==> src/design/settings_pkg.sv <==
package settings_pkg;

    // --------------------------------------------------
    // Bus geometry
    // --------------------------------------------------
    localparam int WORD_W = 16;
    localparam int ADDR_W = 8;

    typedef logic [WORD_W-1:0] word_t;
    typedef logic [ADDR_W-1:0] addr_t;

    localparam int READ_LATENCY = 2; // Address to read data, in cycles

    // --------------------------------------------------
    // Control memory map
    // --------------------------------------------------
    localparam addr_t ADDR_CTL_FLAG      = 8'h00;
    localparam addr_t ADDR_FPGA_STATE    = 8'h01;
    localparam addr_t ADDR_VERSION_MAJOR = 8'h02;
    localparam addr_t ADDR_VERSION_MINOR = 8'h03;

    localparam addr_t ADDR_SILENCER_BASE = 8'h40;
    localparam addr_t ADDR_SYNC_BASE     = 8'h50;

    localparam int SILENCER_WORDS = 5;
    localparam int SYNC_WORDS     = 4;
    localparam int BLOCK_IDX_W    = 3; // Wide enough for the longest block

    // Control flag word
    localparam int FLAG_BIT_SILENCER_SET = 0;
    localparam int FLAG_BIT_SYNC_SET     = 1;
    localparam int FLAG_BIT_FORCE_FAN    = 4;
    localparam int FLAG_BIT_GPIO_0       = 8;
    localparam int FLAG_BIT_GPIO_1       = 9;
    localparam int FLAG_BIT_GPIO_2       = 10;
    localparam int FLAG_BIT_GPIO_3       = 11;

    // FPGA state word, other bits read as zero
    localparam int STATE_BIT_THERMO         = 0;
    localparam int STATE_BIT_MOD_SEGMENT    = 1;
    localparam int STATE_BIT_STM_SEGMENT    = 2;
    localparam int STATE_BIT_STM_CYCLE_ZERO = 3;

    // Silencer wins when both flags are set
    typedef enum logic [0:0] {
        GROUP_SILENCER = 1'b0,
        GROUP_SYNC     = 1'b1
    } group_t;

    // --------------------------------------------------
    // Settings payloads
    // --------------------------------------------------
    // Last member is the low word, i.e. the first word read
    typedef struct packed {
        word_t completion_steps_phase;
        word_t completion_steps_intensity;
        word_t update_rate_phase;
        word_t update_rate_intensity;
        word_t flag;
    } silencer_settings_t;

    typedef struct packed {
        logic [63:0] ecat_sync_time;
    } sync_settings_t;

    localparam silencer_settings_t SILENCER_DEFAULT = '{
        completion_steps_phase:     16'd40,
        completion_steps_intensity: 16'd10,
        update_rate_phase:          16'd256,
        update_rate_intensity:      16'd256,
        flag:                       16'd0
    };

    localparam sync_settings_t SYNC_DEFAULT = '{ecat_sync_time: 64'd0};

endpackage

==> src/design/load_if.sv <==
// Read-back words from the sequencer, one per cycle, broadcast to all
// capture units; each unit filters on word_group
interface load_if;

    logic                 word_valid;
    settings_pkg::group_t word_group;
    settings_pkg::word_t  word_data;
    logic                 word_last; // Final word of the block

    modport source (
        output word_valid,
        output word_group,
        output word_data,
        output word_last
    );

    modport sink (
        input word_valid,
        input word_group,
        input word_data,
        input word_last
    );

endinterface

==> src/design/flag_arbiter.sv <==
module flag_arbiter (
    input  logic                 CLK,
    input  logic                 reset,
    input  logic                 flag_load,
    input  settings_pkg::word_t  flag_in,
    input  logic                 grant,
    output logic                 pending,
    output settings_pkg::group_t pending_group,
    output settings_pkg::word_t  flags,
    output logic                 force_fan,
    output logic [3:0]           gpio_in
);

    logic                silencer_set;
    logic                sync_set;
    settings_pkg::word_t clr_mask;

    assign silencer_set = flags[settings_pkg::FLAG_BIT_SILENCER_SET];
    assign sync_set     = flags[settings_pkg::FLAG_BIT_SYNC_SET];

    // Fixed priority, silencer first
    assign pending       = silencer_set | sync_set;
    assign pending_group = silencer_set ? settings_pkg::GROUP_SILENCER : settings_pkg::GROUP_SYNC;

    always_comb begin
        clr_mask = '0;
        if (pending_group == settings_pkg::GROUP_SILENCER) begin
            clr_mask[settings_pkg::FLAG_BIT_SILENCER_SET] = 1'b1;
        end else begin
            clr_mask[settings_pkg::FLAG_BIT_SYNC_SET] = 1'b1;
        end
    end

    always_ff @(posedge CLK) begin
        if (reset) begin
            flags <= '0;
        end else if (flag_load) begin
            flags <= flag_in;
        end else if (grant) begin
            flags <= flags & ~clr_mask; // Drop the granted request only
        end
    end

    // Straight from the flag word
    assign force_fan  = flags[settings_pkg::FLAG_BIT_FORCE_FAN];
    assign gpio_in[0] = flags[settings_pkg::FLAG_BIT_GPIO_0];
    assign gpio_in[1] = flags[settings_pkg::FLAG_BIT_GPIO_1];
    assign gpio_in[2] = flags[settings_pkg::FLAG_BIT_GPIO_2];
    assign gpio_in[3] = flags[settings_pkg::FLAG_BIT_GPIO_3];

    // The sequencer only grants what was reported as pending
    a_grant_needs_pending: assert property (
        @(posedge CLK) disable iff (reset) grant |-> pending
    );

endmodule

==> src/design/load_sequencer.sv <==
module load_sequencer #(
    parameter logic [7:0] VERSION_MAJOR = 8'd1,
    parameter logic [7:0] VERSION_MINOR = 8'd0
) (
    input  logic                 CLK,
    input  logic                 reset,
    input  logic                 thermo,
    input  logic                 mod_segment,
    input  logic                 stm_segment,
    input  settings_pkg::word_t  stm_cycle,
    output logic                 bus_we,
    output settings_pkg::addr_t  bus_addr,
    output settings_pkg::word_t  bus_din,
    input  settings_pkg::word_t  bus_dout,
    output logic                 flag_load,
    output logic                 grant,
    input  logic                 pending,
    input  settings_pkg::group_t pending_group,
    input  settings_pkg::word_t  flags,
    load_if.source               load
);

    typedef enum logic [2:0] {
        ST_VER_MINOR,
        ST_VER_MAJOR,
        ST_POLL_RD,
        ST_POLL_WR,
        ST_BLOCK,
        ST_FLAG_WB,
        ST_STATE_WB
    } state_t;

    // What kind of read a bus cycle carried
    typedef struct packed {
        logic blk;
        logic last;
        logic flag;
    } tag_t;

    state_t                                state_q, state_d;
    logic [settings_pkg::BLOCK_IDX_W-1:0] cnt_q, cnt_d;
    settings_pkg::group_t                  grp_q, grp_d;
    logic                                  we_d;
    settings_pkg::addr_t                   addr_d;
    settings_pkg::word_t                   din_d;
    tag_t                                  tag_d;
    tag_t                                  issue_q;
    tag_t                                  pipe_q [settings_pkg::READ_LATENCY];
    settings_pkg::word_t                   state_word;
    settings_pkg::addr_t                   block_base;
    settings_pkg::addr_t                   block_len;

    always_comb begin
        state_word = '0;
        state_word[settings_pkg::STATE_BIT_THERMO]         = thermo;
        state_word[settings_pkg::STATE_BIT_MOD_SEGMENT]    = mod_segment;
        state_word[settings_pkg::STATE_BIT_STM_SEGMENT]    = stm_segment;
        state_word[settings_pkg::STATE_BIT_STM_CYCLE_ZERO] = (stm_cycle == '0);
    end

    assign block_base = (grp_q == settings_pkg::GROUP_SILENCER) ?
                        settings_pkg::ADDR_SILENCER_BASE : settings_pkg::ADDR_SYNC_BASE;
    assign block_len  = (grp_q == settings_pkg::GROUP_SILENCER) ?
                        settings_pkg::addr_t'(settings_pkg::SILENCER_WORDS) :
                        settings_pkg::addr_t'(settings_pkg::SYNC_WORDS);

    // Flags are only taken from a returning flag read
    assign grant     = (state_q == ST_POLL_WR) && pending;
    assign flag_load = (state_q == ST_POLL_WR) && !pending &&
                       pipe_q[settings_pkg::READ_LATENCY-1].flag;

    // --------------------------------------------------
    // Next bus cycle
    // --------------------------------------------------
    always_comb begin
        state_d = state_q;
        cnt_d   = cnt_q;
        grp_d   = grp_q;
        we_d    = 1'b0;
        addr_d  = settings_pkg::ADDR_CTL_FLAG;
        din_d   = state_word;
        tag_d   = '0;
        case (state_q)
            ST_VER_MINOR: begin
                we_d    = 1'b1;
                addr_d  = settings_pkg::ADDR_VERSION_MINOR;
                din_d   = settings_pkg::word_t'(VERSION_MINOR);
                state_d = ST_VER_MAJOR;
            end
            ST_VER_MAJOR: begin
                we_d    = 1'b1;
                addr_d  = settings_pkg::ADDR_VERSION_MAJOR;
                din_d   = settings_pkg::word_t'(VERSION_MAJOR);
                state_d = ST_POLL_RD;
            end
            ST_POLL_RD: begin
                tag_d.flag = 1'b1;
                state_d    = ST_POLL_WR;
            end
            ST_POLL_WR: begin
                we_d   = 1'b1;
                addr_d = settings_pkg::ADDR_FPGA_STATE;
                if (pending) begin
                    cnt_d   = '0;
                    grp_d   = pending_group;
                    state_d = ST_BLOCK;
                end else begin
                    state_d = ST_POLL_RD;
                end
            end
            ST_BLOCK: begin
                addr_d    = block_base + settings_pkg::addr_t'(cnt_q);
                tag_d.blk = 1'b1;
                if (settings_pkg::addr_t'(cnt_q) == block_len - 1'b1) begin
                    tag_d.last = 1'b1;
                    state_d    = ST_FLAG_WB;
                end else begin
                    cnt_d = cnt_q + 1'b1;
                end
            end
            ST_FLAG_WB: begin
                we_d    = 1'b1;
                din_d   = flags; // Granted bit already cleared
                state_d = ST_STATE_WB;
            end
            ST_STATE_WB: begin
                we_d    = 1'b1;
                addr_d  = settings_pkg::ADDR_FPGA_STATE;
                state_d = ST_POLL_RD;
            end
            default: state_d = ST_POLL_RD;
        endcase
    end

    always_ff @(posedge CLK) begin
        if (reset) begin
            state_q <= ST_VER_MINOR;
            cnt_q   <= '0;
            grp_q   <= settings_pkg::GROUP_SILENCER;
            bus_we  <= 1'b0;
            issue_q <= '0;
            for (int i = 0; i < settings_pkg::READ_LATENCY; i++) begin
                pipe_q[i] <= '0;
            end
        end else begin
            state_q   <= state_d;
            cnt_q     <= cnt_d;
            grp_q     <= grp_d;
            bus_we    <= we_d;
            issue_q   <= tag_d;
            pipe_q[0] <= issue_q; // Tag follows the bus cycle to its data
            for (int i = 1; i < settings_pkg::READ_LATENCY; i++) begin
                pipe_q[i] <= pipe_q[i-1];
            end
        end
    end

    always_ff @(posedge CLK) begin
        bus_addr <= addr_d;
        bus_din  <= din_d;
    end

    assign load.word_valid = pipe_q[settings_pkg::READ_LATENCY-1].blk;
    assign load.word_last  = pipe_q[settings_pkg::READ_LATENCY-1].last;
    assign load.word_group = grp_q;
    assign load.word_data  = bus_dout;

    // Block reads stay inside the granted group's range
    a_read_in_block: assert property (
        @(posedge CLK) disable iff (reset)
        issue_q.blk |-> !bus_we && ((bus_addr - block_base) < block_len)
    );

endmodule

==> src/design/settings_capture.sv <==
module settings_capture #(
    parameter type                  payload_t = logic [31:0],
    parameter settings_pkg::group_t GROUP     = settings_pkg::GROUP_SILENCER,
    parameter payload_t             DEFAULT   = '0
) (
    input  logic     CLK,
    input  logic     reset,
    load_if.sink     load,
    output payload_t settings,
    output logic     update
);

    localparam int PAYLOAD_W = $bits(payload_t);

    logic [PAYLOAD_W-1:0] staging_q;
    logic [PAYLOAD_W-1:0] staging_d;
    logic                 take;

    assign take = load.word_valid && (load.word_group == GROUP);

    // New word enters at the top and moves down, first word ends lowest
    assign staging_d = {load.word_data, staging_q[PAYLOAD_W-1:settings_pkg::WORD_W]};

    always_ff @(posedge CLK) begin
        if (take) begin
            staging_q <= staging_d;
        end
    end

    always_ff @(posedge CLK) begin
        if (reset) begin
            settings <= DEFAULT;
            update   <= 1'b0;
        end else begin
            update <= take && load.word_last;
            if (take && load.word_last) begin
                settings <= payload_t'(staging_d); // Whole group at once
            end
        end
    end

    a_update_single: assert property (
        @(posedge CLK) disable iff (reset) update |=> !update
    );

endmodule

==> src/design/settings_ctrl_top.sv <==
module settings_ctrl_top #(
    parameter logic [7:0] VERSION_MAJOR = 8'd1,
    parameter logic [7:0] VERSION_MINOR = 8'd0
) (
    input  logic                             CLK,
    input  logic                             reset,
    input  logic                             thermo,
    input  logic                             mod_segment,
    input  logic                             stm_segment,
    input  settings_pkg::word_t              stm_cycle,
    output logic                             bus_we,
    output settings_pkg::addr_t              bus_addr,
    output settings_pkg::word_t              bus_din,
    input  settings_pkg::word_t              bus_dout,
    output settings_pkg::silencer_settings_t silencer_settings,
    output logic                             silencer_update,
    output settings_pkg::sync_settings_t     sync_settings,
    output logic                             sync_update,
    output logic                             force_fan,
    output logic [3:0]                       gpio_in
);

    logic                 flag_load;
    logic                 grant;
    logic                 pending;
    settings_pkg::group_t pending_group;
    settings_pkg::word_t  flags;

    load_if load_bus ();

    flag_arbiter u_arbiter (
        .CLK           (CLK),
        .reset         (reset),
        .flag_load     (flag_load),
        .flag_in       (bus_dout),
        .grant         (grant),
        .pending       (pending),
        .pending_group (pending_group),
        .flags         (flags),
        .force_fan     (force_fan),
        .gpio_in       (gpio_in)
    );

    load_sequencer #(
        .VERSION_MAJOR (VERSION_MAJOR),
        .VERSION_MINOR (VERSION_MINOR)
    ) u_sequencer (
        .CLK           (CLK),
        .reset         (reset),
        .thermo        (thermo),
        .mod_segment   (mod_segment),
        .stm_segment   (stm_segment),
        .stm_cycle     (stm_cycle),
        .bus_we        (bus_we),
        .bus_addr      (bus_addr),
        .bus_din       (bus_din),
        .bus_dout      (bus_dout),
        .flag_load     (flag_load),
        .grant         (grant),
        .pending       (pending),
        .pending_group (pending_group),
        .flags         (flags),
        .load          (load_bus.source)
    );

    // --------------------------------------------------
    // One capture unit per settings group
    // --------------------------------------------------
    settings_capture #(
        .payload_t (settings_pkg::silencer_settings_t),
        .GROUP     (settings_pkg::GROUP_SILENCER),
        .DEFAULT   (settings_pkg::SILENCER_DEFAULT)
    ) u_silencer (
        .CLK      (CLK),
        .reset    (reset),
        .load     (load_bus.sink),
        .settings (silencer_settings),
        .update   (silencer_update)
    );

    settings_capture #(
        .payload_t (settings_pkg::sync_settings_t),
        .GROUP     (settings_pkg::GROUP_SYNC),
        .DEFAULT   (settings_pkg::SYNC_DEFAULT)
    ) u_sync (
        .CLK      (CLK),
        .reset    (reset),
        .load     (load_bus.sink),
        .settings (sync_settings),
        .update   (sync_update)
    );

endmodule

==> config.mk <==
export PLATFORM = sky130hd
export DESIGN_NAME = settings_ctrl_top
export DESIGN_NICKNAME = d
export VERILOG_FILES = /design/src/design/settings_pkg.sv /design/src/design/load_if.sv /design/src/design/flag_arbiter.sv /design/src/design/load_sequencer.sv /design/src/design/settings_capture.sv /design/src/design/settings_ctrl_top.sv
export SDC_FILE = /design/constraint.sdc
export NUM_CORES = 1
export LEC_CHECK = 0
export BUFFER_PORTS_ARGS = -buffer_cell sky130_fd_sc_hd__buf_2
export CELL_PAD_IN_SITES_DETAIL_PLACEMENT = 1
export CELL_PAD_IN_SITES_GLOBAL_PLACEMENT = 2
export CORE_UTILIZATION = 40
export CTS_CLUSTER_DIAMETER = 50
export DETAILED_ROUTE_END_ITERATION = 10
export PLACE_DENSITY = 0.87
export SYNTH_ARGS = -nofsm -noshare
export SYNTH_HDL_FRONTEND = slang
export SYNTH_HIERARCHICAL = 1
export SYNTH_SLANG_ARGS = --single-unit
==> constraint.sdc <==
create_clock -name CLK -period 6 [get_ports CLK]
set_clock_uncertainty 0.05 [all_clocks]
set_input_delay 0.6 -clock CLK [delete_from_list [all_inputs] [get_ports CLK]]
set_output_delay 0.6 -clock CLK [all_outputs]
set_load 0.01 [all_outputs]
==> results.yml <==
status:
  status: "completed"
power:
  clkPwrFrac_pct: 50.1
  ir_drop_uv: 190
  leakage_uw: 0.00544
  switchingPower_uw: 916
  seqPwrFrac_pct: 47.5
  pwr-share-comb_pct: 2.4
  p_int_uw: 3690
  switching_share_pct: 19.9
  pwr_density_cell_nw_per_um2: 323
synth:
  synth_cells: 947
  yosys.area.top_type_share_pct: 33.2
  yosysSeqAreaShare_pct: 61.1
  synth_area_sq_um: 12100
  synth.avg_cell_area_sq_um: 12.7
  yosys-top-cells-count: "nand2b_1 (278), dfxtp_1 (200), mux2i_1 (158)"
  synth.distinct_cells: 48
  async_flop_share_pct: 0
  synthTopCellsByArea: "dfxtp_1 (33%), edfxtp_1 (28%), nand2b_1 (14%)"
  yosys_warnings: 6
  synth_edf_count: 112
  synth-seq-cells: 312
  yosys.area.top_type: "dfxtp_1"
  yosysMostFrequentCell: "nand2b_1"
  ys.flop_type: "dfxtp_1"
placement:
  place_congestion: 0.763
  placed_cell_area_sq_um: 13000
  port-buffer-count: 209
  dp_hpwl_microns: 17200
critical_path:
  r2r_slack_ns: 3.51
  slowest_delay_ns: 1.08
  r2r_end: "u_silencer/settings[6]$_SDFFE_PP0P_"
  cp-end-kind: "register"
  crit_chain: "and3b_4, buf_4, mux2i_1"
  reg2reg_from: "u_sequencer/load.word_group$_SDFFE_PP0P_"
  startpoint_type: "register"
  critical_path_required_ns: 6.37
  slowest_stage: "and3b_4"
  crit_buf_inv: 1
  path_class: "register to register"
  crit_family: "simple AND/OR/NAND/NOR gates"
  reg2reg_depth: 3
  arrival_ns: 2.86
  path_max_fanout: 54
route:
  wl_met2_microns: 13100
  wire_per_inst_microns: 17.4
  drc: 0
  wirelength_microns: 26800
  drtIter0Drc: 363
  wl_met3_microns: 1600
  top_layer: "met4"
  met1Wirelength_microns: 11600
  drtPass1Iterations: 4
  vias: 7172
  viasPerCell: 4.67
  ant_nets: 0
floorplan:
  io-pin-count: 213
  die_h_microns: 176
  start_util_pct: 40.7
  coreArea_sq_um: 29600
  die_w_microns: 176
  die-area_sq_um: 30800
  row_count: 63
clocking:
  numCtsBuffers: 36
  cts_resized: 0
  cts_hold_buffers: 0
  htreeDepth: 2
  cts_root_buffer: "clkbuf_16"
  clkLatencyLatePin_ns: 0.51
  clk_pin_slew_ns: 0.06
  cts_setup_buffers: 0
  cts_sinks: 312
  cts_buffer_depth: 3
  tritoncts: "done"
layout:
  antenna_cells: 0
  drive_above_1_share_pct: 24.2
  n_fill_cell: 3152
  final_area_sq_um: 14300
  syn_to_final_growth_pct: 18.2
  nNetsFinal: 1157
timing:
  tns_ns: 0
  fmax_mhz: 402
  slew_headroom_pct: 23.2
  finalSetupViolations: 0
  worst_pin_slew_ns: 1.15
  holdWs_ns: 0.241
  rsz0062_at_grt: "false"
  period_minus_slack_ns: 2.49
  hold_viol: 0
  final_max_slew_viol_count: 0
  final.period_utilization_pct: 41.5
run:
  cap_violations: 0
global_routing:
  grt_pass1_vias: 7453
  track_usage_pct: 17.3
  grt_first_pass_wirelength_microns: 41200
  grt_max_degree: 116
  gr-total-overflow: 0
  antenna_found_initial: 0
hold_path:
  hold_end: "u_sequencer/bus_din[0]$_DFF_P_"
  min_path_type: "primary input to register"
  min_from: "thermo"
  hold_depth: 2
-- flip-flops by register name, indices dropped and copies added (netlist names), 3 cells and up --
signal and cells:
u_sequencer/issue_q 3, u_sequencer/state_q 3, u_silencer/staging_q 64, u_sequencer/bus_din 16
u_arbiter/flags 16, u_sequencer/pipe_q 6, u_sync/settings 64, u_silencer/settings 80
u_sync/staging_q 48, u_sequencer/bus_addr 5, u_sequencer/cnt_q 3
-- worst max path at each step --
stage	start	to	depth (start not counted)
finish	u_sequencer/load.word_group$_SDFFE_PP0P_	u_silencer/settings[6]$_SDFFE_PP0P_	3
global placement	u_sequencer/load.word_group$_SDFFE_PP0P_	u_silencer/settings[44]$_SDFFE_PP0P_	3
floorplan	u_sequencer/load.word_group$_SDFFE_PP0P_	u_silencer/staging_q[16]$_DFFE_PP_	1
CTS	u_sequencer/load.word_group$_SDFFE_PP0P_	u_silencer/settings[32]$_SDFFE_PP0P_	3
global route	u_sequencer/load.word_group$_SDFFE_PP0P_	u_silencer/settings[10]$_SDFFE_PP0P_	3
detailed placement	u_sequencer/load.word_group$_SDFFE_PP0P_	u_silencer/settings[26]$_SDFFE_PP0P_	3
-- cell families (layout without fill, tap and decap cells) --
kind of cell,Yosys count,count (layout),synth area share [%]
simple gates,362,362,18.2
buf+inv,90,288,5.99
xor+xnor,1,1,0.0726
fa+ha+maj,1,1,0.104
mux,158,158,13.1
flops,312,312,61.1
other cells,1,3,0.0311
compound gates,22,22,1.40
-- cell usage in the layout, fill, tap and decap left out, drive strengths merged, types with 2 or more instances in the layout --
master	instances
clkinv	13
or3	2
mux2i	158
a41o	2
dfxtp	200
a21oi	6
nor4b	2
bufinv	6
or4	4
a22o	2
nor2	35
inv	7
buf	214
edfxtp	112
nor2b	8
nor3	2
clkbuf	48
or2b	2
conb	3
nand2	6
and2	15
nand2b	278
-- final cells by class --
type	count	area [sq um]	area share, %
multi-input cells	547	4000	28.0
well taps	390	488	3.42
clock inverters	19	259	1.82
flip-flops and latches	312	7370	51.7
repair buffers	215	1100	7.72
inverters	7	26.3	0.184
clock buffers	47	1020	7.13
-- routing by layer --
layer	vias to the layer above	global-route usage, %
li1	3483	-
met1	3489	21.3
met2	166	29.6
met3	34	4.50
met4	0	4.86
met5	-	0
-- power groups by stage --
stage	clock network [uW]	logic [uW]	registers, uW
final	2310	111	2190
after global routing	2460	122	2190
after CTS	2380	114	2190
after detailed placement	0	114	2230
after global placement	0	112	2230
after floorplan	0	83.4	2230
-- per-stage QoR --
step | instances | setup WS (ns) | util [%] | power, uW
floorplan | 949 | 3.70 | - | 2320
detailed placement | 1471 | 3.52 | 43.8 | 2350
CTS | 1537 | 3.50 | 48.1 | 4680
global route | 1537 | 3.37 | 48.1 | 4770
finish | 1537 | 3.51 | 48.1 | 4610
global placement | 1471 | 3.59 | 43.8 | 2350
(Power assumes the default switching activity.)
